===== src/logic/circle_pkg.sv =====
/*
 * circle_pkg
 *   widths used by the midpoint circle algorithm
 *   and the number of octants drawn per offset pair
 */

`default_nettype none

package circle_pkg;

    localparam int radius_w = 8;  // radius 0..255

    // signed offsets have to hold the full radius plus a sign bit
    localparam int offset_w = 9;

    // decision term, wide enough for 2*(y-x)+1 at the largest radius
    localparam int crit_w = 11;

    // eight mirrored pixels for every offset pair
    localparam int octant_w = 3;
    localparam int octants = 8;

endpackage : circle_pkg

`default_nettype wire


===== src/logic/screen_pkg.sv =====
/*
 * screen_pkg
 *   geometry of the 160x120 display, coordinate widths,
 *   colour width, frame buffer address width and the clear colour
 */

`default_nettype none

package screen_pkg;

    // visible area in pixels
    localparam int screen_w = 160;
    localparam int screen_h = 120;

    localparam int x_w = 8;  // x runs 0..159
    localparam int y_w = 7;  // y runs 0..119

    // three bits, one each for red, green and blue
    localparam int colour_w = 3;

    // one word per pixel in the frame buffer
    localparam int addr_w = $clog2(screen_w * screen_h);

    // clearing paints the whole screen black
    localparam logic [colour_w-1:0] clear_colour = '0;

endpackage : screen_pkg

`default_nettype wire


===== src/logic/pixel_if.sv =====
/*
 * pixel_if
 *   one pixel write (x, y, colour) with a valid/ready handshake
 *   source modport for the pixel producer, sink for observers
 */

`default_nettype none
`timescale 1ns/100ps

interface pixel_if import screen_pkg::*; ();

    logic [x_w-1:0]      x;
    logic [y_w-1:0]      y;
    logic [colour_w-1:0] colour;
    logic                valid;  // pixel is presented
    logic                ready;  // display accepts it this cycle

    // the producer holds x, y and colour steady until the transfer
    modport source (
        output x, y, colour, valid,
        input  ready
    );

    // a sink only watches; ready comes from the outside display
    modport sink (
        input x, y, colour, valid, ready
    );

endinterface : pixel_if

`default_nettype wire


===== src/logic/plot_generator.sv =====
/*
 * plot_generator
 *   turns the full-screen clear scan or the current octant offsets
 *   into pixel writes, skips pixels that fall off the screen
 *   and reports the end of each phase
 */

`default_nettype none
`timescale 1ns/100ps

module plot_generator import screen_pkg::*, circle_pkg::*; (
    input  logic                clk,
    input  logic                reset,
    input  logic                clear_go,
    input  logic                draw_go,
    input  logic [x_w-1:0]      centre_x,
    input  logic [y_w-1:0]      centre_y,
    input  logic [colour_w-1:0] colour,
    input  logic [offset_w-1:0] offset_x,
    input  logic [offset_w-1:0] offset_y,
    input  logic [octant_w-1:0] octant,
    input  logic                last,
    output logic                step,
    output logic                phase_end,
    pixel_if.source             pix
);

    enum logic [1:0] {mode_idle, mode_clear, mode_draw} mode;

    logic [x_w-1:0]      scan_x, cx;
    logic [y_w-1:0]      scan_y, cy;
    logic [colour_w-1:0] pen_colour;  // colour of the circle being drawn

    logic clear_mode, draw_mode, xfer;
    logic scan_last_x, scan_last_y;

    // offsets and sums carry one extra bit so the centre can be added signed
    logic signed [offset_w:0] ox, oy, dx, dy;
    logic signed [offset_w:0] sum_x, sum_y;
    logic                     on_screen;

    assign clear_mode = (mode == mode_clear);
    assign draw_mode  = (mode == mode_draw);
    assign xfer       = pix.valid && pix.ready;

    assign scan_last_x = (scan_x == x_w'(screen_w - 1));
    assign scan_last_y = (scan_y == y_w'(screen_h - 1));

    assign ox = $signed({offset_x[offset_w-1], offset_x});
    assign oy = $signed({offset_y[offset_w-1], offset_y});

    // mirror the offset pair into the current octant
    always_comb begin
        case (octant)
            3'd0: begin dx =  ox; dy =  oy; end
            3'd1: begin dx =  oy; dy =  ox; end
            3'd2: begin dx = -ox; dy =  oy; end
            3'd3: begin dx = -oy; dy =  ox; end
            3'd4: begin dx = -ox; dy = -oy; end
            3'd5: begin dx = -oy; dy = -ox; end
            3'd6: begin dx =  ox; dy = -oy; end
            default: begin dx = oy; dy = -ox; end
        endcase
    end

    assign sum_x = $signed({{(offset_w + 1 - x_w){1'b0}}, cx}) + dx;
    assign sum_y = $signed({{(offset_w + 1 - y_w){1'b0}}, cy}) + dy;

    // negative sums show up in the top bit
    assign on_screen = !sum_x[offset_w] && (sum_x[offset_w-1:0] < offset_w'(screen_w))
                    && !sum_y[offset_w] && (sum_y[offset_w-1:0] < offset_w'(screen_h));

    assign pix.x      = draw_mode ? sum_x[x_w-1:0] : scan_x;
    assign pix.y      = draw_mode ? sum_y[y_w-1:0] : scan_y;
    assign pix.colour = draw_mode ? pen_colour : clear_colour;
    assign pix.valid  = clear_mode || (draw_mode && on_screen);

    // clipped pixels cost one cycle and are never shown
    assign step = draw_mode && (xfer || !on_screen);

    assign phase_end = (clear_mode && xfer && scan_last_x && scan_last_y)
                    || (step && last);

    always_ff @(posedge clk) begin
        if (reset) begin
            mode   <= mode_idle;
            scan_x <= '0;
            scan_y <= '0;
        end else if (clear_go) begin
            mode   <= mode_clear;
            scan_x <= '0;
            scan_y <= '0;
        end else if (draw_go) begin
            mode <= mode_draw;
        end else if (phase_end) begin
            mode <= mode_idle;
        end else if (clear_mode && xfer) begin
            // x runs fastest, then y
            if (scan_last_x) begin
                scan_x <= '0;
                scan_y <= scan_y + 1'b1;
            end else begin
                scan_x <= scan_x + 1'b1;
            end
        end
    end

    always_ff @(posedge clk) begin
        if (draw_go) begin
            cx         <= centre_x;  // inputs may change once drawing runs
            cy         <= centre_y;
            pen_colour <= colour;
        end
    end

    // a stalled pixel keeps its position and colour until it is taken
    a_stall_stable: assert property (
        @(posedge clk) disable iff (reset)
        (pix.valid && !pix.ready) |=>
            (pix.valid && $stable(pix.x) && $stable(pix.y) && $stable(pix.colour))
    );

endmodule : plot_generator

`default_nettype wire


===== src/flat_wrapper.sv =====
// flat-port wrapper written by rule: the top's interface ports become plain ports
module plot_generator_flat import screen_pkg::*, circle_pkg::*;
  (clk, reset, clear_go, draw_go, centre_x, centre_y, colour, offset_x, offset_y, octant, last, step, phase_end, pix_x, pix_y, pix_colour, pix_valid, pix_ready);
  pixel_if pix_i ();
  input  logic clk;
  input  logic reset;
  input  logic clear_go;
  input  logic draw_go;
  input  logic [x_w-1:0] centre_x;
  input  logic [y_w-1:0] centre_y;
  input  logic [colour_w-1:0] colour;
  input  logic [offset_w-1:0] offset_x;
  input  logic [offset_w-1:0] offset_y;
  input  logic [octant_w-1:0] octant;
  input  logic last;
  output logic step;
  output logic phase_end;
  output wire logic [$bits(pix_i.x)-1:0] pix_x;
  output wire logic [$bits(pix_i.y)-1:0] pix_y;
  output wire logic [$bits(pix_i.colour)-1:0] pix_colour;
  output wire logic [$bits(pix_i.valid)-1:0] pix_valid;
  input wire logic [$bits(pix_i.ready)-1:0] pix_ready;
  assign pix_x = pix_i.x;
  assign pix_y = pix_i.y;
  assign pix_colour = pix_i.colour;
  assign pix_valid = pix_i.valid;
  assign pix_i.ready = pix_ready;
  plot_generator u_core (.clk(clk), .reset(reset), .clear_go(clear_go), .draw_go(draw_go), .centre_x(centre_x), .centre_y(centre_y), .colour(colour), .offset_x(offset_x), .offset_y(offset_y), .octant(octant), .last(last), .step(step), .phase_end(phase_end), .pix(pix_i));
endmodule

===== config.mk =====
export PLATFORM = sky130hd
export DESIGN_NAME = plot_generator_flat
export DESIGN_NICKNAME = d
export VERILOG_FILES = /design/src/logic/circle_pkg.sv /design/src/logic/screen_pkg.sv /design/src/logic/pixel_if.sv /design/src/logic/plot_generator.sv /design/src/flat_wrapper.sv
export SDC_FILE = /design/constraint.sdc
export NUM_CORES = 1
export LEC_CHECK = 0
export ABC_CLOCK_PERIOD_IN_PS = 6700
export BUFFER_PORTS_ARGS = -buffer_cell sky130_fd_sc_hd__buf_4
export CAP_MARGIN = 20
export CORE_MARGIN = 3
export CORE_UTILIZATION = 30
export CTS_CLUSTER_DIAMETER = 60
export DETAILED_ROUTE_END_ITERATION = 7
export PLACE_DENSITY_LB_ADDON = 0.2
export SYNTH_ARGS = -nofsm -noshare
export SYNTH_HDL_FRONTEND = slang
export SYNTH_SLANG_ARGS = --single-unit

===== constraint.sdc =====
create_clock -name clk -period 6.7 [get_ports clk]
set_input_delay 1.005 -clock clk [delete_from_list [all_inputs] [get_ports clk]]
set_output_delay 1.005 -clock clk [all_outputs]
set_load 0.02 [all_outputs]

== Yosys cells after proc, flatten, opt, wreduce, memory -nomap -nowiden ==
Index checks and enable logic that the tools add are counted.

* Bits in registers: 35
* Word-level logic and storage cells: 64
* Output and inout port bits: 21
* Input bits: 45

* Magnitude comparators: 2
* Equality and inequality tests: 10
* Muxes and demuxes: 9
* Bitwise gates (word level): 2
* Add/subtract/negate cells: 6
* Reductions and logical operators: 28

{| class="wikitable"
|+ Operators by type and width
! cell !! count
|-
| $pmux 10 s3 || 2
|-
| $neg 9->10 || 2
|-
| $mux 8 || 2
|-
| $reduce_or 2->1 || 7
|-
| $add 8x10->10 || 1
|-
| $add 9x10->10 || 1
|-
| $logic_and 1x1->1 || 10
|-
| $eq 3x3->1 const B || 3
|-
| $lt 9x7->1 const B || 1
|-
| $lt 9x8->1 const B || 1
|-
| $add 8x1->8 const B || 1
|-
| $eq 8x8->1 const B || 1
|-
| $add 7x1->7 const B || 1
|-
| $eq 7x7->1 const B || 1
|-
| $mux 7 || 1
|-
| $eq 3x2->1 const B || 2
|-
| $mux 2 || 2
|-
| $reduce_and 4->1 || 1
|-
| $eq 3x1->1 const B || 1
|-
| $logic_not 1->1 || 3
|-
| $logic_not 3->1 || 1
|-
| $logic_or 1x1->1 || 3
|-
| $mux 3 || 1
|-
| $reduce_and 3->1 || 1
|-
| other kinds (6) || 7
|}

== Depth between registers and ports, before layout ==
* Depth after elaboration: 18
* Depth in mapped cells: 16
* Gate-level depth less buffers: 16

== Worst setup path after synthesis ==
OpenSTA, ideal clock, no wires.

* Kind: input port to output port
* From: in octant[0]
* To: out step
* Path slack: 1.508 ns
* Cell stages on the path: 16
* Arrival: 4.187 ns
* Path buffers: 3
* Required time: 5.695 ns
* Cells stage by stage: buf_2 > buf_1 > clkbuf_1 > nand2_1 > o21ai_0 > ha_1 > inv_1 > fa_1 > nor2b_1 > o21ai_1 > nor3b_1 > or4_1 > nor4_1 > nor3_1 > and4_1 > a21oi_1

* Word-level cells in the longest chain between the ends: 13
* Elaborated cells between the ends (all ways): 30
* Classes of those cells: add/sub: 2; order compare: 2; eq/ne: 6; mux: 2; reduce/logical: 18

{| class="wikitable"
|+ RTL lines
! item !! line !! source
|-
| start: declaration || flat_wrapper.sv:14 || <nowiki>input logic [octant_w-1:0] octant;</nowiki>
|-
| $eq 3x3->1, or another cell as far along || plot_generator.sv:54 || <nowiki>case (octant)</nowiki>
|-
| $reduce_or 2->1 (no source line) || n/a ||
|-
| $pmux 10 s3 || plot_generator.sv:54 ||
|-
| $add 9x10->10 || plot_generator.sv:66 || <nowiki>assign sum_x = $signed({{(offset_w + 1 - x_w){1'b0}}, cx}) + dx;</nowiki>
|-
| $lt 9x8->1 or $logic_not 1->1 (tied branches) || plot_generator.sv:70 || <nowiki>assign on_screen = !sum_x[offset_w] && (sum_x[offset_w-1:0] < offset_w'(screen_w))</nowiki>
|-
| $logic_and 1x1->1 || plot_generator.sv:70 ||
|-
| $logic_and 1x1->1 || plot_generator.sv:71 || <nowiki>&& !sum_y[offset_w] && (sum_y[offset_w-1:0] < offset_w'(screen_h));</nowiki>
|-
| $logic_and 1x1->1 * || plot_generator.sv:71 ||
|-
| $logic_and 1x1->1 || plot_generator.sv:76 || <nowiki>assign pix.valid = clear_mode || (draw_mode && on_screen);</nowiki>
|-
| $logic_or 1x1->1 || plot_generator.sv:76 ||
|-
| $logic_and 1x1->1 || plot_generator.sv:44 || <nowiki>assign xfer = pix.valid && pix.ready;</nowiki>
|-
| $logic_or 1x1->1 * || plot_generator.sv:79 || <nowiki>assign step = draw_mode && (xfer || !on_screen);</nowiki>
|-
| $logic_and 1x1->1 * || plot_generator.sv:79 ||
|-
| end: declaration || flat_wrapper.sv:16 || <nowiki>output logic step;</nowiki>
|}

Mark *: on every way between the ends. The rest lies on a longest branch, timed or not.

== Worst setup path in the final report ==
Same ends and word-level chain as after synthesis.

==> impl_metrics.env <==
export IMPL_max_freq_mhz=178
export IMPL_min_period_ns=5.62
export IMPL_wl_per_cell_um=15.0
export IMPL_fin_skew_ns=0.0165
export IMPL_syn_area_per_cell_um2=8.41
export IMPL_hold_viol=0
export IMPL_crit_family="simple AND/OR/NAND/NOR gates"
export IMPL_final_cell_area_mm2=0.00389
export IMPL_path_max_fanout=39
export IMPL_cts_buffers=5
export IMPL_synth_area_leaders="edfxtp_1 (17%), dfxtp_1 (11%), ha_1 (7.5%)"
export IMPL_via_count=2966
export IMPL_globalRouteTotalUtil_pct=14.6
export IMPL_num_antenna_cells=0
export IMPL_ys_seq_area_share_pct=27.6
export IMPL_postCtsResizedCells=0
export IMPL_cellPowerDensity_mw_per_mm2=182
export IMPL_synth_top_area_share_pct=17.0
export IMPL_hpwlAfterDp_mm=6.85
export IMPL_area_delta_synth_final_pct=22.1
export IMPL_cts_path_max_buffers=2
export IMPL_fin_tns_setup_ns=0
export IMPL_p_clk_share_pct=27.3
export IMPL_dominantRegCellSynth="edfxtp_1"
export IMPL_first_pass_iters=4
export IMPL_async_reset_ff_share_pct=0
export IMPL_combPwrFrac_pct=38.9
export IMPL_worst_pin_slew_ns=0.945
export IMPL_coreArea_mm2=0.0100
export IMPL_worstSetupStartpointType="input pin"
export IMPL_vias_per_cell=5.19
export IMPL_crit_top_cell="buf_4"
export IMPL_die_x_um=109
export IMPL_reg2reg_setup_slack_ns=4.14
export IMPL_rsz0062_at_grt="false"
export IMPL_finalSetupViolations=0
export IMPL_crit_type="input pin to primary output"
export IMPL_outcome="completed"
export IMPL_worstPathRequired_ns=5.69
export IMPL_fp_dieH_um=109
export IMPL_ant_nets=0
export IMPL_grt_pass1_wl_mm=13.6
export IMPL_final_fill_count=1037
export IMPL_peakVddDrop_uv=116
export IMPL_syn_inst=379
export IMPL_io_buffers=65
export IMPL_critPathCaptureType="primary output"
export IMPL_final_max_slew_violation_count=0
export IMPL_slowest_stage="or4_1"
export IMPL_synth_seq_cells=35
export IMPL_min_path_type="flop to flop"
export IMPL_critPathMaxStageDelay_ns=0.56
export IMPL_drv_cap=0
export IMPL_totalWireLength_mm=8.55
export IMPL_drc=0
export IMPL_root_buffer="clkbuf_8"
export IMPL_synth_distinct_cells=57
export IMPL_initial_core_util_pct=31.7
export IMPL_critical_path_cell_chain="buf_4 > inv_1 > nand2_1 > o22ai_1 > o21ai_0 > ha_1 > nor2b_1 > o21ai_1 > a21boi_1 > or4_1 > nor4_1 > nor3_1 > and4_1 > a21oi_1 > buf_4"
export IMPL_multiInputGateArea_mm2=0.00218
export IMPL_timing_final_ws_setup_ns=1.08
export IMPL_cp_data_arrival_time_ns=4.61
export IMPL_synth_common_cells="nor2_1 (50), nand2_1 (38), o21ai_0 (29)"
export IMPL_ff_latch_area_um2=881
export IMPL_yosysWarnings=0
export IMPL_fin_crit_sh_pct=83.9
export IMPL_total_leakage_power_nw=1.53
export IMPL_drive_gt1_share_pct=21.0
export IMPL_max_slew_margin_rel_pct=37.0
export IMPL_p_sw_uw=247
export IMPL_synth_net_count=445
export IMPL_gp_congestion=0.856
export IMPL_grt_overflow_total=0
export IMPL_pre_cts_ws_ns=1.08
export IMPL_path_depth=15
export IMPL_nets=503
export IMPL_cts_reportedPaths_clkPinSlew_ns=0.09
export IMPL_total_power_uw=710
export IMPL_syn_cell_area_mm2=0.00319
export IMPL_whs_path_depth=2
export IMPL_cts_tree="done"
export IMPL_synth_edf_count=18
export IMPL_rows=36
export IMPL_seqPwrFrac_pct=33.8
export IMPL_switching_share_pct=34.8
export IMPL_reg2reg_depth=10
export IMPL_crit_buf_inv=3
export IMPL_die_area_mm2=0.0119
export IMPL_grt_max_degree=40
export IMPL_ctsHoldBuffers=0
export IMPL_htreeDepth=2
export IMPL_yosysMostFrequentCell="nor2_1"
export IMPL_post_cts_buffers=0
export IMPL_drtIter0Drc=157
export IMPL_pin_count=66
export IMPL_antenna_found_initial=0
export IMPL_grt_pass1_vias=2769
export IMPL_clk_latency_ns=0.30
export IMPL_post_dp_cell_area_mm2=0.00378
export IMPL_clock_sinks=35
export IMPL_yosys_area_top_type="edfxtp_1"
export IMPL_intPower_uw=463
[path summary, 6_finish.rpt]
check,start,endpoint
max,octant[0],step
min,u_core.mode[1],u_core.mode[1]
max reg2reg,u_core.cx[0],u_core.mode[1]
min reg2reg,u_core.mode[1],u_core.mode[1]
[power by group through the flow]
stage          combinational (mW)  clock [mW]  sequential [mW]
3_3_place_gp                0.276           0            0.245
3_5_place_dp                0.277           0            0.245
2_1_floorplan               0.191           0            0.243
6_report                    0.276       0.194            0.240
4_1_cts                     0.278       0.202            0.241
5_1_grt                     0.307       0.213            0.242
[metal layers]
metal  track usage (%)  vias up  routed length (um)
met4              5.59        0                 209
li1                  -     1500                   -
met3              2.55       14                 430
met2              23.4       80                3940
met5                 0        -                   0
met1              19.5     1372                3970
[stage by stage]
step	cells	hold slack, ns	utilization [%]
global route	571	0.549	38.8
floorplan	379	0.478	-
detailed placement	563	0.514	37.6
CTS	571	0.524	38.8
finish	571	0.532	38.8
global placement	563	0.515	37.6
[cell type report]
type,instances,area share [%]
clock buffers,7,2.76
inverters,13,1.25
multi-input cells,316,56.1
repair buffers,66,12.7
clock inverters,1,0.225
flip-flops and latches,35,22.6
well taps,133,4.28
[cell usage in the layout, fill, tap and decap left out, drive strengths merged, types with 10 or more instances in the layout]
cell type and count:
o21ai 35, buf 66, nor2 50, nand2 38, xor2 20, a21oi 16
nor3 13, edfxtp 18, nor4 10, inv 14, dfxtp 17, ha 19
xnor2 17
[flip-flops by register name, summed over array words and instances (netlist names)]
signal,cells
u_core.scan_x,8
u_core.mode,2
u_core.scan_y,7
u_core.cy,7
u_core.pen_colour,3
u_core.cx,8
[cells by family (layout without fill, tap and decap cells)]
family	count (synthesis)	after routing	share of synthesized area, %
flops	35	35	27.6
mux	11	11	5.14
fa+ha+maj	21	21	8.72
xor+xnor	37	37	10.2
compound gates	86	86	16.6
simple gates	161	161	27.9
buf+inv	28	87	3.81
[worst reg2reg max path: stages, from the launching register on]
cell and delay, ns:
edfxtp_1 0.38, ha_1 0.25, fa_1 0.43, a211o_1 0.27, o211ai_1 0.12, a21oi_1 0.18
a31oi_1 0.23, xnor2_1 0.08, nor3_1 0.26, nand4_1 0.16, o21ai_1 0.14
Power figures use the tool's default switching activity.
