## config.mk

```make
export PLATFORM = sky130hd
export DESIGN_NAME = circle_fsm
export DESIGN_NICKNAME = d
export VERILOG_FILES = /design/src/logic/circle_fsm.sv
export SDC_FILE = /design/constraint.sdc
export NUM_CORES = 1
export LEC_CHECK = 0
export BUFFER_PORTS_ARGS = -buffer_cell sky130_fd_sc_hd__buf_2
export CAP_MARGIN = 20
export CORE_AREA = 3 3 40 42
export CTS_CLUSTER_DIAMETER = 120
export DETAILED_ROUTE_END_ITERATION = 16
export DIE_AREA = 0 0 43 45
export RECOVER_POWER = 50
export SETUP_SLACK_MARGIN = 0.4
export SLEW_MARGIN = 30
export SYNTH_ARGS = -nofsm -noshare
export SYNTH_HDL_FRONTEND = slang
export SYNTH_SLANG_ARGS = --single-unit
```

## constraint.sdc

```tcl
create_clock -name clk -period 1.6 [get_ports clk]
set_clock_uncertainty 0.1 [all_clocks]
set_input_delay 0 -clock clk [delete_from_list [all_inputs] [get_ports clk]]
set_output_delay 0 -clock clk [all_outputs]
set_load 0.02 [all_outputs]
```

## src/logic/circle_fsm.sv

```systemverilog
/*
 * circle_fsm
 *   top level sequencer: idle, clearing, drawing, finished
 *   issues clear_go and draw_go pulses and raises done at the end
 */

`default_nettype none
`timescale 1ns/100ps

module circle_fsm (
    input  logic clk,
    input  logic reset,
    input  logic start,
    input  logic phase_end,  // last pixel of the current phase has gone out
    output logic clear_go,
    output logic draw_go,
    output logic done
);

    enum logic [1:0] {idle, clearing, drawing, finished} state;

    always_ff @(posedge clk) begin
        if (reset) begin
            state    <= idle;
            clear_go <= 1'b0;
            draw_go  <= 1'b0;
        end else begin
            clear_go <= 1'b0;  // both go signals are single cycle pulses
            draw_go  <= 1'b0;

            case (state)
                idle, finished: begin
                    // a new start is only taken when nothing is running
                    if (start) begin
                        state    <= clearing;
                        clear_go <= 1'b1;
                    end
                end

                clearing: begin
                    if (phase_end) begin
                        state   <= drawing;
                        draw_go <= 1'b1;  // screen is black, begin the outline
                    end
                end

                drawing: begin
                    if (phase_end)
                        state <= finished;
                end

                default: state <= idle;
            endcase
        end
    end

    // done holds until the next accepted start
    assign done = (state == finished);

    // the two phases are never kicked off in the same cycle
    a_go_exclusive: assert property (
        @(posedge clk) disable iff (reset)
        !(clear_go && draw_go)
    );

endmodule : circle_fsm

`default_nettype wire

```

Word-level counts from Yosys, hierarchy flattened
Cells that the tools add are included.
- logic and storage cells: 22
- register bits: 4
- output and inout port bits: 3
- bits of input ports: 4
- eq/ne operators: 6
- bitwise logic cells: 2
- muxes and demuxes: 6
- reduce and logical (&&, ||, !) cells: 5
- operator list (cell ; count):
    $mux 2 ; 3
    $ne 2x2->1 const B ; 3
    $pmux 2 s3 ; 1
    $reduce_or 2->1 ; 3
    $eq 2x2->1 const B ; 2
    $reduce_and 3->1 ; 1
    $eq 2x1->1 const B ; 1
    $logic_not 2->1 ; 1
    $mux 1 ; 2
    $not 1->1 ; 2

Longest topological paths before layout
Gate-level depths: netlist of the first run.
- depth in word-level cells: 4
- gate-level depth with buffers: 5
- mapped depth without buffers: 5

Worst setup path after synthesis of the first run
No wires, ideal clock.
- kind: register -> register
- start point: register state[0] (netlist bit)
- end point: register state[0] (netlist bit)
- setup time: 91 ps
- data required time: 1409 ps
- path slack: 270 ps
- arrival time: 1139 ps
- stages on the path, launching flop included: 5
- path through: dfxtp_1 inv_1 ha_1 or2b_1 a311oi_1
- cells in the longest elaborated chain, start to end: 4
- elaborated cells on any way between the ends: 10
- classes of those cells: eq/ne: 6; mux: 1; reduce/logical: 3
- ends and longest elaborated chain (what ; RTL line ; text):
    start, declared ; 20 ; enum logic [1:0] {idle, clearing, drawing, finished} state;
    start signal, assigned ; 24 ; state <= idle;
    start signal, assigned ; 35 ; state <= clearing;
    start signal, assigned ; 42 ; state <= drawing;
    $eq 2x2->1 or $logic_not 2->1 (tied branches) ; 31 ; case (state)
    $reduce_or 2->1 ; 31 ;
    $ne 2x2->1 (no line) ; n/a ;
    $reduce_and 3->1 (no line) ; n/a ;
Several ways; a longest one is shown, not always the timed one.
A chain may end at the register's enable or synchronous reset.

Final worst setup path of the first run
Ends and elaborated chain as after synthesis.

==> implementation parameters, run 1 <==
Parameter                              Value

Power
  Leakage    between 0.00015 and 0.0002 µW
  Total power density per cell area    between 1500 and 2000 nW/µm²
  IR drop worst, VDD    0.3548 mV

Synth
  Proportion of synthesized chip area in sequential cells    41.56%
  Seq cells post-synth    4
  EDFF count, synth    0
  Mapped Avg Cell Area    slightly above 10 µm²
  Number of warnings reported in the yosys synthesis log    0
  Yosys top cell by area    sky130_fd_sc_hd__dfxtp_1
  Leading post-synthesis cells by instance count    sky130_fd_sc_hd__dfxtp_1 (4), sky130_fd_sc_hd__ha_1 (3), sky130_fd_sc_hd__inv_1 (3)
  Yosys top cell area share    between 40% and 50%
  Post-synthesis instance area    slightly below 200 µm²
  Top FF cell, synth    sky130_fd_sc_hd__dfxtp_1
  Async set or reset register ratio after synthesis    0%
  Top cells by area, synth    sky130_fd_sc_hd__dfxtp_1 (42%), sky130_fd_sc_hd__ha_1 (19%), sky130_fd_sc_hd__inv_1 (5.8%)
  Dominant cell by count in the synthesized netlist    sky130_fd_sc_hd__dfxtp_1
  Gate Count Post-Synth    19
  Library cells used by synthesis    12
  Syn Nets    26

Clocking
  Clock latency reported for the late side of the worst-skew pair    between 0.2 and 0.25 ns
  CTS Buf Count    3
  TritonCTS clock tree    done
  Number of buffers on the longest clock path    2
  Clock Tree Root    sky130_fd_sc_hd__clkbuf_4
  Total clock sinks    4
  Htree depth    1
  Clock-pin slew reported for the worst setup and hold paths after clock tree synthesis    approximately 0.040 ns

Setup path
  Delay-heaviest family, CP    flip-flops
  Worst path required time    about 1.6 ns
  Data arrival time of the worst path    around 1.4 ns
  Kind of start point of the critical path    register
  Critical Path Slowest Stage Cell    sky130_fd_sc_hd__dfxtp_1
  Buf+Inv Stages, Crit Path    1
  Critical path endpoint category    register
  CP max stage delay    roughly 0.42 ns
  Category of the critical setup timing path    reg2reg
  Critical-path maximum fanout    2
  Cells along the critical path    inv_4 > ha_4 > or2b_1 > a21oi_2 > a311oi_2

Timing
  Hold Violations, Final    0
  Shortest period the worst path allows    1.401 ns
  Highest attainable clock frequency    713.6 MHz
  Final hold slack    0.3962 ns
  Share of the cycle needed by the critical path after routing    slightly below 90%
  Least-Margin Pin Slew    between 0.2 and 0.25 ns
  Setup repair after global routing missed its margin    true
  Max-slew headroom    a little over four fifths
  Pins over their slew limit    0
  Total negative setup slack    0 ns
  Final setup vio count    0

Place
  Cell total after placement    40
  Placed standard-cell area    around 240 µm²
  Routability cong.    between 0.6 and 0.7
  HPWL after detailed placement    291.2 µm
  Number of port buffers    6

Floorplanning
  Die X-Extent    between 40 and 50 µm
  Ports    7
  Initial standard-cell utilization of the core    roughly 15%
  Die extent in y    ~45 µm
  Std-Cell Core Area    approximately 1300 µm²
  Die area    between 1500 and 2000 µm²
  Total number of placement rows    13

Final layout
  Net count, final    44
  Antenna Diode Count    0
  Share of final-layout standard cells stronger than drive strength 1    roughly 57%
  Final std cells w/o fill    50
  Final Util    29.80%
  Area growth from synthesis to layout    98.70%
  Fill count    between 100 and 150
  Final std cell area, no fill    around 380 µm²

Global routing
  Initial antenna violation count    0
  Maximum number of pins on one net before global-route repair    5
  GR Util All Layers    6.994%
  Vias in the first global route    225
  Wire length of the first global-routing pass    around 950 µm
  Grt total ovfl    0

Run
  Max-capacitance violation count    0

Route
  Detailed router's first-iteration violation count    4
  Post-detailed-route DRC marker count    0
  Per-cell routed wire length    about 10 µm
  Router iterations before antenna repair    3
  Detailed Route WL    between 500 and 600 µm
  Average vias per placed instance    roughly 3.9
  Remaining antenna violation count after routing    0
  Via Count    approximately 190

Status
  Run status    finished, final reports clean

Hold path
  Worst hold path class    in2reg
==> flip-flops by register name, indices dropped and copies added, names as in the netlist <==
signal    flops
state         2
draw_go       1
clear_go      1
==> per-layer routing <==
layer	wire length, µm	up-vias	global-route usage, %
met3	32	2	0
met2	282	7	11.38
met4	15	0	9.036
met1	171	86	7.470
met5	0	-	0
li1	-	99	-
==> timing repair <==
action | CTS | global route
cloned | 0 | 0
gates resized for setup | 9 | 2
endpoints found under the setup margin | 2 | 2
endpoints found under the hold margin | 3 | 0
hold buffers | 3 | 0
pin swaps | 7 | 1
buffers inserted | 4 | 0
==> logic make-up after synthesis <==
family	Yosys count	synth area share, %
AND/OR/NAND/NOR	5	14.94
AO/OA/AOI/OAI	4	18.18
flip-flops	4	41.56
buffers and inverters	3	5.844
adder cells (fa/ha/maj)	3	19.48
==> worst paths after layout <==
kind	startpoint	to	slack [ns]	cells after the start
setup / recovery	state[0]	state[0]	0.20	5
hold / removal	reset	state[0]	0.40	3
setup reg to reg	state[0]	state[0]	0.20	5
hold reg to reg	state[1]	state[1]	0.46	1
==> area by class of cell <==
type | instances | area (µm²) | share of cell area (%)
Clock buffer | 3 | 22.52 | 5.882
Sequential cell | 4 | 83.83 | 21.90
Timing Repair Buffer | 13 | 100.1 | 26.14
Multi-Input combinational cell | 12 | 143.9 | 37.58
Tap cell | 15 | 18.77 | 4.902
Inverter | 3 | 13.76 | 3.595
==> cells in the final DEF, fill, tap and decap left out <==
cell,count
sky130_fd_sc_hd__clkbuf_4,3
sky130_fd_sc_hd__dfxtp_1,3
sky130_fd_sc_hd__ha_1,1
sky130_fd_sc_hd__a311oi_2,1
sky130_fd_sc_hd__ha_4,2
sky130_fd_sc_hd__dlygate4sd3_1,3
sky130_fd_sc_hd__nor2_1,1
sky130_fd_sc_hd__inv_1,1
sky130_fd_sc_hd__inv_4,1
sky130_fd_sc_hd__and3_2,1
sky130_fd_sc_hd__o21bai_4,1
sky130_fd_sc_hd__and3_1,1
sky130_fd_sc_hd__buf_4,3
sky130_fd_sc_hd__nand2_1,1
sky130_fd_sc_hd__inv_2,1
sky130_fd_sc_hd__a32o_1,1
sky130_fd_sc_hd__buf_2,4
sky130_fd_sc_hd__a21oi_2,1
sky130_fd_sc_hd__dfxtp_4,1
sky130_fd_sc_hd__clkbuf_1,2
sky130_fd_sc_hd__or2b_1,1
sky130_fd_sc_hd__buf_12,1
==> report_power, final <==
part           internal, µW  total [µW]  switching, µW
Clock                  84.0         127           42.6
Sequential              141         181           40.1
Combinational           209         362            152
==> worst register-to-register path: stages (launching register included) <==
cell and delay [ns]:
sky130_fd_sc_hd__dfxtp_1 0.42, sky130_fd_sc_hd__inv_4 0.05, sky130_fd_sc_hd__ha_4 0.25, sky130_fd_sc_hd__or2b_1 0.26, sky130_fd_sc_hd__a21oi_2 0.15, sky130_fd_sc_hd__a311oi_2 0.05
==> metrics by stage <==
step	setup WS (ns)	total power [µW]
after floorplan	0.3284	295.5
after global placement	0.2593	335.8
after detailed placement	0.2369	338.9
after CTS	0.2944	658.8
after global routing	0.1136	732.4
final	0.1987	669.6
Note: power is estimated with default switching activity, not from simulation.
==> run 2, diff against run 1 <==
Clock period 1.6 ns to 1.2 ns, I/O delays scaled along.
==> run 2 against run 1 <==
  * The run now ends with hold timing, setup timing left
  * Non-clock buffer count grew 1
  * Cell count up 4.0%
  * Global-route usage down 1.6 points
  * Fmax increased by 7.6%
  * Sequential share of layout area grew 0.54 points
  * Via count up 2.1%
  * Wire length increased by 3.0%
  * Count of clock-buffer cells in the layout increased by 1
  * Clock power grew 46%
  * Worst hold slack got worse by 0.53 ns
  * First-iteration DRC count unchanged
  * Critical path depth fell by 1
  * Critical path type unchanged
  * Largest power group unchanged
==> implementation parameters, run 2 (synthesized netlist as in run 1, its figures left out) <==
Parameter                              Value

Status
  Run status    complete, but fails checks
  Failing checks    hold timing, setup timing

Clocking
  Clock Tree Root    sky130_fd_sc_hd__clkbuf_4
  Clock-pin slew reported for the worst setup and hold paths after clock tree synthesis    about 0.04 ns
  Number of buffers on the longest clock path    2
  Total clock sinks    4
  Htree depth    1
  Clock latency reported for the late side of the worst-skew pair    about 0.24 ns
  CTS Buf Count    3
  TritonCTS clock tree    done

Setup path
  Critical path endpoint category    register
  Critical-path maximum fanout    3
  Worst path required time    1.23 ns
  Category of the critical setup timing path    reg2reg
  Data arrival time of the worst path    1.33 ns
  Worst-case reg-to-reg path depth    4
  Kind of start point of the critical path    register

Timing
  Highest attainable clock frequency    around 770 MHz
  Final setup vio count    2
  Shortest period the worst path allows    roughly 1.3 ns
  Pins over their slew limit    0
  Setup repair after global routing missed its margin    true
  Hold Violations, Final    2
  Slack of the critical path    -0.1021 ns
  Final hold slack    -0.1365 ns
  Max-slew headroom    83.02%
  Least-Margin Pin Slew    approximately 0.26 ns
  Share of the cycle needed by the critical path after routing    108.5%

Global routing
  Initial antenna violation count    0
  Grt met1 use    under 10%
  Routing usage on met3    1.594%
  Vias in the first global route    roughly 200
  GR Util All Layers    ~5.4%
  Maximum number of pins on one net before global-route repair    4
  Most congested layer reported by global routing    met2
  Grt total ovfl    0
  Fraction of met2 tracks used by global routing    approximately 9.9%
  Wire length of the first global-routing pass    between 700 and 800 µm

Route
  Router iterations before antenna repair    3
  Detailed router's first-iteration violation count    4
  Per-cell routed wire length    between 9 and 10 µm
  Via Count    198
  Remaining antenna violation count after routing    0
  Post-detailed-route DRC marker count    0
  Average vias per placed instance    3.808
  Detailed Route WL    about 520 µm

Power
  Switching part of the total power    between 30 and 40%
  Internal Dissipation    a little over 600 µW
  Sw Pwr    around 320 µW
  IR drop worst, VDD    between 0.6 and 0.7 mV
  Total power density per cell area    2395 nW/µm²
  Part of the power in registers    approximately 26%
  Leakage    around 0.00017 µW
  Share of total power in combinational logic    between 50% and 60%
  Portion of total power attributed to the clock network    between 10% and 20%

Final layout
  Flip-flop count of the largest register, all copies and words added    2
  Largest registers    state (2), clear_go (1), draw_go (1)
  Leading cell types in the layout, fill and taps excluded    sky130_fd_sc_hd__buf_4 (5), sky130_fd_sc_hd__clkbuf_4 (3), sky130_fd_sc_hd__clkbuf_1 (3), sky130_fd_sc_hd__buf_2 (3)
  Final std cell area, no fill    390.4 µm²
  Commonest non-fill, non-tap cell in the layout    sky130_fd_sc_hd__buf_4
  Register containing the most flip-flops in the final layout    state
  Net count, final    45
  Share of final-layout standard cells stronger than drive strength 1    62.16%
  Final Util    between 30% and 40%
  Final std cells w/o fill    52
  Area growth from synthesis to layout    102.6%
  Antenna Diode Count    0

Place
  Number of port buffers    6
  Placed standard-cell area    between 200 and 300 µm²
  Routability cong.    approximately 0.79
  Cell total after placement    43
  Post-Place Worst Slack    -0.1315 ns
  HPWL after detailed placement    approximately 340 µm

Floorplanning
  Die extent in y    between 40 and 50 µm
  Initial standard-cell utilization of the core    between 10 and 15%
  Die X-Extent    around 43 µm
  Std-Cell Core Area    between 1000 and 1500 µm²
  Ports    7
  Total number of placement rows    13
  Die area    1935 µm²

Hold path
  Hold Path Depth    2
  Worst hold path class    in2reg

Run
  Max-capacitance violation count    0
run 2: worst paths after layout:
path	startpoint	end	slack, ns
worst max-delay path	state[0]	state[0]	-0.10
worst min-delay path	reset	state[0]	-0.14
worst max register to register	state[0]	state[0]	-0.10
worst min register to register	state[1]	state[1]	0.55
run 2: worst max-delay path, cell delays in order (launching register included):
cell and delay (ns):
sky130_fd_sc_hd__dfxtp_4 0.35, sky130_fd_sc_hd__inv_2 0.04, sky130_fd_sc_hd__ha_4 0.25, sky130_fd_sc_hd__or2b_1 0.25, sky130_fd_sc_hd__a311oi_1 0.21
run 2: area by class of cell:
type | count | area [µm²]
clock buffer | 4 | 26.28
fill | 137 | 894.6
inverter | 3 | 11.26
multi-input combinational | 12 | 143.9
sequential | 4 | 87.58
tap | 15 | 18.77
timing repair buffer | 14 | 102.6
run 2: repair_timing:
item / in CTS / in global routing
hold buffers: 1 / 1
buffers inserted: 3 / 0
endpoints found under the hold margin: 4 / 2
pin swaps: 4 / 0
setup endpoints to repair: 6 / 6
gates resized for setup: 9 / 1
run 2: power by group through the flow:
stage                     Clock (µW)  Sequential, µW  Combinational [µW]
after global placement             0             242                 349
after CTS                        195             241                 509
after floorplan                    0             251                 203
after detailed placement           0             241                 360
after global routing             200             249                 544
final                            185             242                 508
run 2: metrics by stage:
step / hold WS [ns] / power [µW] / TNS [ns]
final: -0.1365 / 934.9 / -0.1663
after global routing: -0.1321 / 993.1 / -0.2645
after CTS: -0.1518 / 945.2 / -0.1448
after detailed placement: 0.09857 / 600.9 / -0.2065
after global placement: 0.09616 / 590.3 / -0.1646
after floorplan: -0.03530 / 453.7 / -0.07964
run 2: routing by layer:
metal,vias to the layer above,wire length (µm)
met1,90,197
li1,102,-
met4,0,0
met3,0,41
met2,6,278
met5,-,0
==> run 3, diff against run 2 <==
Settings changed: PLACE_DENSITY set to 0.33, SKIP_CTS_REPAIR_TIMING set to 1, SLEW_MARGIN 30 to 20.
==> run 3 against run 2 <==
  * The run still ends with hold timing, setup timing left
  * Via count decreased by 2.0%
  * Wire length increased by 3.5%
  * Combinational power increased by 2%
  * Global-route usage increased by 1.2 points
  * Worst hold slack improved by 0.017 ns
  * Sequential cell count unchanged
  * Fmax decreased by 3.4%
  * Non-clock buffer count decreased by 2
  * Setup slack got worse by 0.046 ns
  * Final area decreased by 4.8%
  * Power increased by 1.8%
  * Count of clock-buffer cells in the layout unchanged
==> implementation parameters, run 3 (synthesized netlist as in run 1, its figures left out) <==
Parameter                              Value

Status
  Run status    complete, but fails checks
  Failing checks    hold timing, setup timing

Global routing
  GR Util All Layers    about 6.6%
  Initial antenna violation count    0
  Maximum number of pins on one net before global-route repair    5
  Wire length of the first global-routing pass    roughly 800 µm
  Grt total ovfl    0
  Vias in the first global route    176

Route
  Met3 wirelength from detailed routing    roughly 63 µm
  Via Count    slightly below 200
  Met2 WL    241 µm
  Top layer reached by signal wires    met4
  Detailed Route WL    between 500 and 600 µm
  Detailed router's first-iteration violation count    1
  Remaining antenna violation count after routing    0
  Wire length on met1    roughly 220 µm
  Router iterations before antenna repair    2
  Post-detailed-route DRC marker count    0
  Per-cell routed wire length    roughly 11 µm
  Average vias per placed instance    ~3.9

Final layout
  Largest registers    state (2), clear_go (1), draw_go (1)
  Net count, final    43
  Flip-flop count of the largest register, all copies and words added    2
  Fill count    between 100 and 150
  Register containing the most flip-flops in the final layout    state
  Antenna Diode Count    0
  Commonest non-fill, non-tap cell in the layout    sky130_fd_sc_hd__buf_4
  Share of final-layout standard cells stronger than drive strength 1    ~66%
  Reg area    ~88 µm²
  Area of the multi-input gates    around 140 µm²
  Area growth from synthesis to layout    92.86%
  Leading cell types in the layout, fill and taps excluded    sky130_fd_sc_hd__buf_4 (4), sky130_fd_sc_hd__clkbuf_4 (3), sky130_fd_sc_hd__clkbuf_1 (3), sky130_fd_sc_hd__buf_2 (3)
  Final std cell area, no fill    roughly 370 µm²

Setup path
  Slack of the worst reg-to-reg path    -0.15 ns
  Crit. Startpoint    state[0]
  Kind of start point of the critical path    register
  Launching point of the worst reg2reg path    state[0]
  Worst path required time    1.21 ns
  Capture point of the worst reg-to-reg path    state[0]
  Data arrival time of the worst path    around 1.4 ns
  Critical path endpoint category    register
  Critical-path maximum fanout    4
  Category of the critical setup timing path    reg2reg
  Worst-case reg-to-reg path depth    5

Clocking
  Clock Tree Root    sky130_fd_sc_hd__clkbuf_4
  Htree depth    1
  Number of buffers on the longest clock path    2
  Clock latency reported for the late side of the worst-skew pair    0.24 ns
  CTS Buf Count    3
  TritonCTS clock tree    done
  Clock-pin slew reported for the worst setup and hold paths after clock tree synthesis    ~0.04 ns
  Total clock sinks    4

Timing
  Pins over their slew limit    0
  Total negative setup slack    -0.2207 ns
  Highest attainable clock frequency    741.6 MHz
  Share of the cycle needed by the critical path after routing    112.4%
  Final setup vio count    3
  Shortest period the worst path allows    between 1 and 1.5 ns
  Least-Margin Pin Slew    0.2527 ns
  Hold Violations, Final    2
  Max-slew headroom    a little over four fifths
  Setup repair after global routing missed its margin    true
  Final hold slack    -0.1192 ns
  Slack of the critical path    -0.1485 ns

Hold path
  Hold endpoint    state[0]
  Worst hold path class    in2reg
  Hold Path Depth    2
  Hold path start    reset

Place
  Number of port buffers    6
  Placed standard-cell area    between 200 and 300 µm²
  Routability cong.    between 0.7 and 0.8
  Post-Place Worst Slack    -0.1059 ns

Power
  IR drop worst, VDD    about 0.80 mV
  Total power density per cell area    ~2600 nW/µm²
  Total power after layout    between 900 and 1000 µW
  Leakage    0.0001627 µW

Floorplanning
  Std-Cell Core Area    around 1300 µm²
  Die area    1935 µm²
  Ports    7
  Die X-Extent    43 µm
  Total number of placement rows    13
  Die extent in y    45 µm
  Initial standard-cell utilization of the core    between 10% and 20%

Run
  Max-capacitance violation count    0
-- run 3: cell types whose count changed in the layout (fill, tap and decap cells not counted) --
cell                            before  now
sky130_fd_sc_hd__inv_2               2    1
sky130_fd_sc_hd__dlygate4sd3_1       2    1
sky130_fd_sc_hd__a311oi_2            0    1
sky130_fd_sc_hd__inv_4               0    1
sky130_fd_sc_hd__buf_4               5    4
sky130_fd_sc_hd__nor2_1              1    0
sky130_fd_sc_hd__ha_1                0    1
sky130_fd_sc_hd__a311oi_1            1    0
sky130_fd_sc_hd__ha_4                2    1
sky130_fd_sc_hd__nor2_2              0    1
-- run 3: through the flow --
stage | cells | utilization, %
2_1_floorplan | 19 | -
3_3_place_gp | 43 | 22.40
3_5_place_dp | 43 | 22.40
4_1_cts | 47 | 24.44
5_1_grt | 50 | 28.92
6_report | 50 | 28.92
-- run 3: where the power goes --
part	switching [µW]	internal (µW)
Combinational	204	312
Sequential	51.0	195
Clock	63.2	125
Total	319	633
-- run 3: cell type report --
cell class | instances | share of cell area, %
multi-input cells | 12 | 37.71
flip-flops and latches | 4 | 23.57
repair buffers | 12 | 22.90
clock buffers | 4 | 7.071
well taps | 15 | 5.051
inverters | 3 | 3.704
-- run 3: worst max-delay path, cell delays in order (launching register included) --
cell and delay, ns:
sky130_fd_sc_hd__dfxtp_4 0.37, sky130_fd_sc_hd__inv_4 0.04, sky130_fd_sc_hd__ha_4 0.25, sky130_fd_sc_hd__or2b_1 0.26
sky130_fd_sc_hd__a21oi_2 0.16, sky130_fd_sc_hd__a311oi_2 0.05
-- run 3: layer usage --
metal / vias up / GRT usage, %
li1: 96 / -
met1: 87 / 6.250
met2: 9 / 7.784
met3: 2 / 8.367
met4: 0 / 3.614
met5: - / 0
-- run 3: worst max path at each step --
stage / to / slack [ns] / depth (start not counted)
6_report: state[0] / -0.15 / 5
5_1_grt: state[0] / -0.19 / 5
4_1_cts: state[0] / -0.11 / 5
3_5_place_dp: state[0] / -0.11 / 5
3_3_place_gp: state[0] / -0.08 / 5
2_1_floorplan: state[0] / -0.06 / 5
